==> src/design/busPkg.sv <==
////////////////////
// Shared bus definitions
// Widths, AHB transfer and size encodings
// Controller states, core request encodings, RAM sizing
////////////////////

package busPkg;

  // Bus widths
  localparam int addrWidth = 32;
  localparam int dataWidth = 32;

  // RAM sizing and timing
  localparam int ramWords      = 256;
  localparam int ramAddrBits   = $clog2(ramWords);
  localparam int ramWaitStates = 1;
  // Wide enough for a zero wait-state build too
  localparam int waitCntWidth  = $clog2(ramWaitStates + 2);

  typedef logic [addrWidth-1:0] addrT;
  typedef logic [dataWidth-1:0] dataT;

  // AHB transfer type
  typedef enum logic [1:0] {
    htransIdle = 2'b00, htransBusy = 2'b01, htransNonseq = 2'b10, htransSeq = 2'b11
  } htransT;

  // AHB transfer size
  typedef enum logic [2:0] {hsizeByte = 3'b000, hsizeHalf = 3'b001, hsizeWord = 3'b010} hsizeT;

  // Transfer controller states
  typedef enum logic [1:0] {adrPhase = 2'b00, dataPhase = 2'b01, holdPhase = 2'b10} busStateT;

  // Core side operation and access size
  typedef enum logic [1:0] {busNone = 2'b00, busWrite = 2'b01, busRead = 2'b10} busRwT;
  typedef enum logic [1:0] {accByte = 2'b00, accHalf = 2'b01, accWord = 2'b10} accSizeT;

endpackage

==> src/design/busFsm.sv <==
////////////////////
// AHB transfer-state controller
// Single NONSEQ transfers, stall/flush/commit toward the core
////////////////////

`timescale 1ns/1ns

module busFsm import busPkg::*; (
  input  logic     HCLK,
  input  logic     arstN,
  // Core side
  input  logic     Stall,
  input  logic     Flush,
  input  busRwT    BusRW,
  output logic     CaptureEn,
  output logic     BusStall,
  output logic     BusCommitted,
  // AHB side
  input  logic     HREADY,
  output htransT   HTRANS,
  output logic     HWRITE
);

  busStateT curState;
  busStateT nextState;
  logic     reqPending;
  logic     adrGo;

  // Core has a load or store waiting
  assign reqPending = (BusRW != busNone);

  // Address phase issued this cycle
  assign adrGo = (curState == adrPhase) & HREADY & reqPending & ~Flush;

  ////////////////////
  // State register
  ////////////////////

  always_ff @(posedge HCLK or negedge arstN) begin
    if (!arstN) begin
      curState <= adrPhase;
    end else if (Flush) begin
      // Flush is a synchronous pipeline control
      curState <= adrPhase;
    end else begin
      curState <= nextState;
    end
  end

  always_comb begin
    nextState = curState;
    case (curState)
      adrPhase: begin
        if (adrGo) nextState = dataPhase;
      end
      dataPhase: begin
        // Slave back-pressure holds the data phase
        if (HREADY) nextState = holdPhase;
      end
      holdPhase: begin
        if (!Stall) nextState = adrPhase;
      end
      default: nextState = adrPhase;
    endcase
  end

  ////////////////////
  // Outputs
  ////////////////////

  // Busy while a request waits or data is in flight
  assign BusStall = ((curState == adrPhase) & reqPending) | (curState == dataPhase);

  // Past the address phase the access cannot be undone
  assign BusCommitted = (curState != adrPhase);

  assign HTRANS = adrGo ? htransNonseq : htransIdle;
  assign HWRITE = (BusRW == busWrite);

  // Load data sampled on the edge that ends the data phase
  assign CaptureEn = (curState == dataPhase) & HREADY;

endmodule

==> src/design/busMaster.sv <==
////////////////////
// Core request stage
// Size encoding, store lane replication
// Load lane select, extension and capture
////////////////////

`timescale 1ns/1ns

module busMaster import busPkg::*; (
  input  logic    HCLK,
  input  logic    arstN,
  // Core side
  input  busRwT   BusRW,
  input  addrT    Addr,
  input  accSizeT Size,
  input  logic    Unsigned,
  input  dataT    WriteData,
  input  logic    Stall,
  input  logic    Flush,
  output dataT    ReadData,
  output logic    BusStall,
  output logic    BusCommitted,
  // AHB side
  input  logic    HREADY,
  input  dataT    HRDATA,
  output addrT    HADDR,
  output hsizeT   HSIZE,
  output htransT  HTRANS,
  output logic    HWRITE,
  output dataT    HWDATA
);

  logic    captureEn;
  logic    adrDone;
  // Address-phase copies for the data phase
  logic [1:0] addrLoQ;
  accSizeT sizeQ;
  logic    unsignedQ;
  logic    writeQ;
  // Load path
  logic [7:0]  laneByte;
  logic [15:0] laneHalf;
  dataT        loadValue;

  busFsm busFsm_inst (
    .HCLK         (HCLK),
    .arstN        (arstN),
    .Stall        (Stall),
    .Flush        (Flush),
    .BusRW        (BusRW),
    .CaptureEn    (captureEn),
    .BusStall     (BusStall),
    .BusCommitted (BusCommitted),
    .HREADY       (HREADY),
    .HTRANS       (HTRANS),
    .HWRITE       (HWRITE)
  );

  // Address and size straight from the held request
  assign HADDR = Addr;
  always_comb begin
    case (Size)
      accByte: HSIZE = hsizeByte;
      accHalf: HSIZE = hsizeHalf;
      default: HSIZE = hsizeWord;
    endcase
  end

  assign adrDone = (HTRANS == htransNonseq);

  ////////////////////
  // Address-phase capture
  ////////////////////

  always_ff @(posedge HCLK or negedge arstN) begin
    if (!arstN) begin
      writeQ <= 1'b0;
    end else if (adrDone) begin
      writeQ <= HWRITE;
    end
  end

  // Payload registers, no reset
  always_ff @(posedge HCLK) begin
    if (adrDone) begin
      addrLoQ   <= Addr[1:0];
      sizeQ     <= Size;
      unsignedQ <= Unsigned;
      // Store data replicated across all byte lanes
      case (Size)
        accByte: HWDATA <= {4{WriteData[7:0]}};
        accHalf: HWDATA <= {2{WriteData[15:0]}};
        default: HWDATA <= WriteData;
      endcase
    end
  end

  ////////////////////
  // Load extraction
  ////////////////////

  assign laneByte = HRDATA[{addrLoQ, 3'b000} +: 8];
  assign laneHalf = HRDATA[{addrLoQ[1], 4'b0000} +: 16];

  always_comb begin
    case (sizeQ)
      accByte: loadValue = {{(dataWidth-8){laneByte[7] & ~unsignedQ}}, laneByte};
      accHalf: loadValue = {{(dataWidth-16){laneHalf[15] & ~unsignedQ}}, laneHalf};
      default: loadValue = HRDATA;
    endcase
  end

  // Stores leave ReadData alone
  always_ff @(posedge HCLK or negedge arstN) begin
    if (!arstN) begin
      ReadData <= '0;
    end else if (captureEn & ~writeQ) begin
      ReadData <= loadValue;
    end
  end

endmodule

==> config.mk <==
export PLATFORM = sky130hd
export DESIGN_NAME = busMaster
export DESIGN_NICKNAME = d
export VERILOG_FILES = /design/src/design/busPkg.sv /design/src/design/busFsm.sv /design/src/design/busMaster.sv
export SDC_FILE = /design/constraint.sdc
export NUM_CORES = 1
export LEC_CHECK = 0
export ABC_AREA = 1
export BUFFER_PORTS_ARGS = -buffer_cell sky130_fd_sc_hd__clkbuf_2
export CORE_UTILIZATION = 48
export CTS_CLUSTER_SIZE = 25
export DETAILED_ROUTE_END_ITERATION = 6
export GPL_TIMING_DRIVEN = 0
export PLACE_DENSITY = 0.87
export SYNTH_ARGS = -nofsm -noshare
export SYNTH_HDL_FRONTEND = slang
export SYNTH_SLANG_ARGS = --single-unit
==> constraint.sdc <==
create_clock -name HCLK -period 7.75 [get_ports HCLK]
set_input_delay 0.775 -clock HCLK [delete_from_list [all_inputs] [get_ports HCLK]]
set_output_delay 0.775 -clock HCLK [all_outputs]
set_load 0.02 [all_outputs]
# Yosys cells after proc, flatten, opt, wreduce, memory -nomap -nowiden
# Index checks and enable logic that the tools add are counted.
# totals
ff_bits,72
out_inout_bits,104
elab_cells,45
# classes
n_eq_ne,9
n_shift,2
muxes,9
bitwise_logic,12
reduce_logical,6
# op_table
op,n
case mux 32 bit (2 select lines),2
variable part select 32 x 6 -> 16 bit,1
variable part select 32 x 6 -> 8 bit,1
2-to-1 mux 2 bit,5
AND 1 bit,8
"== test 2 x 1 -> 1 bit, second input constant",4
logical NOT 2 bit,3
"inequality test 3 bit, second input constant",2
case mux 2 bit (3 select lines),1
"== test 2 bit, second input constant",2
case mux 2 bit (2 select lines),1
nonzero test 2 bit,2
"inequality test 3 x 2 -> 1 bit, second input constant",1
inverter 1 bit,3
AND reduction 3 bit,1
OR 1 bit,1

# Depth between registers and ports, before layout
# depth
word_depth,7
depth_mapped,10

# Cells and area by module
# From an unflattened synthesis, not the netlist that was laid out.
# hier_totals
cells_unflattened,441
hier_area_um2,3786.1
# by_module_without_submodules
module,n_inst,cells_each,area_per_inst_um2,seq_area_each_um2
busMaster,1,409,3602.2,1936.9
busFsm,1,32,183.9,50.0

# Least setup slack after synthesis
# OpenSTA, ideal clock, no wires.
# synth_timing
kind,input to output
startpoint,input Flush
endpoint,output HTRANS[1]
t_arrival_ns,2.954
required_ns,6.975
slack_ns,4.021
stages,4
path_buffers,1
cell_sequence,inv_1 nand2_1 nor2_1 buf_4
# synth_via
elab_chain_cells,3
# synth_lines
item,line,text
"start, declared",busMaster.sv:19,"input logic Flush,"
inverter 1 bit,busFsm.sv:33,assign adrGo = (curState == adrPhase) & HREADY & reqPending & ~Flush;
AND 1 bit,busFsm.sv:33,
2-to-1 mux 2 bit,busFsm.sv:77,assign HTRANS = adrGo ? htransNonseq : htransIdle;
"end, declared",busMaster.sv:28,"output htransT HTRANS,"
# No other way between the ends.

# Worst setup path in the final report
# layout_timing
startpoint,register busFsm_inst.curState[1]
endpoint,output HTRANS[1]
# layout_via
elab_chain_cells,5
# layout_lines
item,line,text
"start, declared",busFsm.sv:24,busStateT curState;
"start signal, assigned",busFsm.sv:41,curState <= adrPhase;
"start signal, assigned",busFsm.sv:44,curState <= adrPhase;
"start signal, assigned",busFsm.sv:46,curState <= nextState;
logical NOT 2 bit,busFsm.sv:33,
AND 1 bit (3 in a row),busFsm.sv:33,
2-to-1 mux 2 bit,busFsm.sv:77,
# No other way between the ends.

==> results by group <==
Floorplanning
  – Starting Density: between 40 and 50%
  – DIE WIDTH: 90.9 µm
  – DIE HEIGHT: 90.9 µm
  – Total Die Area: ~0.0083 mm²
  – Top-level I/O count: 210
  – Area of the core: about 0.0077 mm²
  – Rows: 32

Yosys
  – Seq/Total Area, Yosys: ~52%
  – YS warnings: 0
  – Syn Std Cell Area: approximately 0.0038 mm²
  – Post-Synthesis Cells: 440
  – Top-area cell type share of the netlist area: approximately 29%
  – Yosys top cell by area: edfxtp_1
  – Synth top area cells: edfxtp_1 (29%), dfrtp_1 (23%), nand2_1 (14%), buf_4 (6.9%), a21oi_1 (5.0%)
  – Syn_area_per_cell: 8.62 µm²
  – Number of synthesized register bits: 72
  – Library cells used by synthesis: 28

Detailed routing
  – Mean routed wirelength per cell: approximately 14 µm
  – 1st-iter DRT viols: 183
  – Detailed Route WL: between 10 and 15 mm
  – ANT nets after route: 0
  – Drt pass-1 iters: 5
  – DRC: 0
  – DR vias: 3,681
  – Vias per cell: between 4 and 5

Power and ir drop
  – Leakage: ~2.7 nW
  – Power per cell area: about 260 mW/mm²
  – Sw Share: between 30 and 40%
  – Part of the power in the clock network: between 20% and 30%
  – Seq pwr share: around 42%
  – VDD IR max: 143 µV
  – NetSw: between 0.4 and 0.5 mW
  – Internal: 0.836 mW
  – Combinational share of power: between 30 and 40%

STA
  – Hold Fails Final Rpt: 0
  – Final period utilization: a little under two fifths
  – Fin crit period: between 2 and 3 ns
  – Fmax: ~0.34 GHz
  – Clock skew: around 0.013 ns
  – Worst-case headroom to the max-slew limit: 42.5%
  – Max-slew violation count: 0
  – RSZ-0062 raised after global routing: no
  – Final setup viols: 0
  – Least-Margin Pin Slew: 0.863 ns
  – Setup TNS: 0 ns

GRT
  – First-pass GRT wire length: between 15 and 20 mm
  – Vias in the first global route: about 3,600
  – Gr usage total: 25.3%
  – Gr ovfl total: 0
  – Largest net degree at the start of global routing: 36
  – Initial antenna violation count: 0

Worst setup path
  – CP max-delay cell: nor2_4
  – WS Path Type: register to output pin
  – Worst Setup End Kind: output pin
  – CP cell instances: nor2_1 -> nand2_1 -> nor2_4 -> buf_16 -> buf_4 -> clkbuf_2
  – CP required: 6.97 ns
  – Worst Path Max Fanout: 23
  – Worst setup SP type: register
  – Slowest cell delay on critical path: 0.51 ns
  – Worst endpoint data arrival time: 2.15 ns

Run
  – Maxcap violations: 0

Clock network
  – CTS Root Cell: clkbuf_8
  – Hold_buf cts: 0
  – Max clock buf depth: 2
  – Clk Latency, worst-skew pair: approximately 0.35 ns
  – Reg clk slew, reported paths: 0.08 ns
  – CTS Sinks: 72
  – Post-CTS resize count: 0
  – CTS Buf Count: 9
  – H-Tree Depth: 3
  – CTS tree: built
  – Post-CTS Setup Bufs: 0

Placed design
  – GP Congestion: 0.910
  – Placed cell area: slightly below 0.005 mm²
  – Final HPWL DP: 8.24 mm
  – Input/output buffers: ~180

Outcome
  – Status: complete, no violations

Min path
  – Worst min path class: register to register

Cells and area
  – Synth-to-layout area growth: 33.8%
  – Final design instance area without fill: slightly above 0.005 mm²
  – Layout cells sized above 1: around 42%
  – Fin nets: about 740
  – ANT cells: 0
## cells by family after synthesis
family / after synthesis / synth area share, %
buffers and inverters: 88 / 13.2
AND/OR/NAND/NOR: 197 / 21.9
AO/OA/AOI/OAI: 82 / 12.4
flip-flops: 72 / 52.4
other: 1 / 0.0989
## cells in the final DEF (no fill, tap or decap), types with 2 or more instances in the layout
master and count:
buf_6 3, o21ai_0 28, nand2_2 2, nand3_2 2, or2_2 7, nor2_1 29
nand2_1 141, dfrtp_1 35, inv_2 2, edfxtp_1 37, inv_1 31, conb_1 2
clkbuf_8 9, buf_4 35, o211ai_1 6, buf_2 8, nand3_1 10, clkbuf_1 8
clkbuf_16 2, clkbuf_2 177, a21oi_1 38, a21oi_2 9
## flip-flops by register name (all words and copies together) (netlist names)
| register | cells |
|---|---|
| busFsm_inst.curState | 2 |
| writeQ | 1 |
| addrLoQ | 2 |
| sizeQ | 2 |
| unsignedQ | 1 |
| ReadData | 32 |
| HWDATA | 32 |
## cells in the mapped netlist
cell type / instances
edfxtp_1: 37
buf_4: 35
nand3_1: 10
a21oi_1: 38
buf_6: 3
clkinv_1: 1
nor2_8: 1
conb_1: 1
or2_2: 7
a21oi_2: 9
nor2_2: 1
nand2_4: 1
inv_1: 31
a21oi_4: 1
nand3_2: 2
nor2_1: 30
buf_1: 1
nand2_8: 1
nand4_1: 1
buf_2: 8
o211ai_1: 6
dfrtp_1: 35
clkbuf_1: 6
nand2_1: 141
nand2_2: 2
o21ai_0: 28
inv_2: 2
inv_6: 1
## area by class of cell
cell class              count  area (µm²)
plain buffers              53         363
clock buffers              13         181
clock inverters             3        46.3
fillers                   656        2620
inverters                  35         136
multi-input cells         281        1320
flip-flops and latches     72        1990
well taps                 102         128
repair buffers            178         913
## layer usage
| metal | wire length (µm) | track usage, % |
|---|---|---|
| met3 | 1040 | 8.16 |
| met5 | 0 | 0 |
| met4 | 253 | 11.5 |
| met2 | 5340 | 44.6 |
| met1 | 3840 | 27.5 |
## power by group through the flow
stage	clock network, mW	logic, mW	registers [mW]
final	0.334	0.423	0.538
after global routing	0.354	0.460	0.547
after CTS	0.336	0.426	0.538
after detailed placement	0	0.424	0.546
after global placement	0	0.414	0.542
after floorplan	0	0.164	0.645
## final timing paths
| check | startpoint | end | slack (ns) | depth (start not counted) |
|---|---|---|---|---|
| worst max-delay path | busFsm_inst.curState[1]$_DFFE_PN0P_ | HTRANS[1] | 4.82 | 6 |
| worst min-delay path | ReadData[13]$_DFFE_PN0P_ | ReadData[13]$_DFFE_PN0P_ | 0.49 | 2 |
| worst max register to register | busFsm_inst.curState[1]$_DFFE_PN0P_ | HWDATA[17]$_DFFE_PP_ | 5.92 | 4 |
| worst min register to register | ReadData[13]$_DFFE_PN0P_ | ReadData[13]$_DFFE_PN0P_ | 0.49 | 2 |
| max in group asynchronous | arstN | ReadData[16]$_DFFE_PN0P_ | 6.68 | 1 |
| min in group asynchronous | arstN | ReadData[15]$_DFFE_PN0P_ | 0.52 | 1 |
## stage by stage
step / cells / util, % / worst slack, ns / power, mW / hold slack (ns)
after floorplan: 441 / - / 4.02 / 0.809 / 0.479
after global placement: 720 / 62.6 / 3.19 / 0.956 / 0.464
after detailed placement: 721 / 63.0 / 4.86 / 0.970 / 0.471
after CTS: 737 / 66.0 / 4.80 / 1.30 / 0.491
after global routing: 737 / 66.0 / 4.68 / 1.36 / 0.519
final: 737 / 66.0 / 4.82 / 1.30 / 0.491
## critical path: cells and delay by family (launching register included)
| kind | cells | cell delay [ns] |
|---|---|---|
| simple gates | 3 | 0.87 |
| flops | 1 | 0.41 |
| buf+inv | 3 | 0.51 |
(Power assumes the default switching activity.)
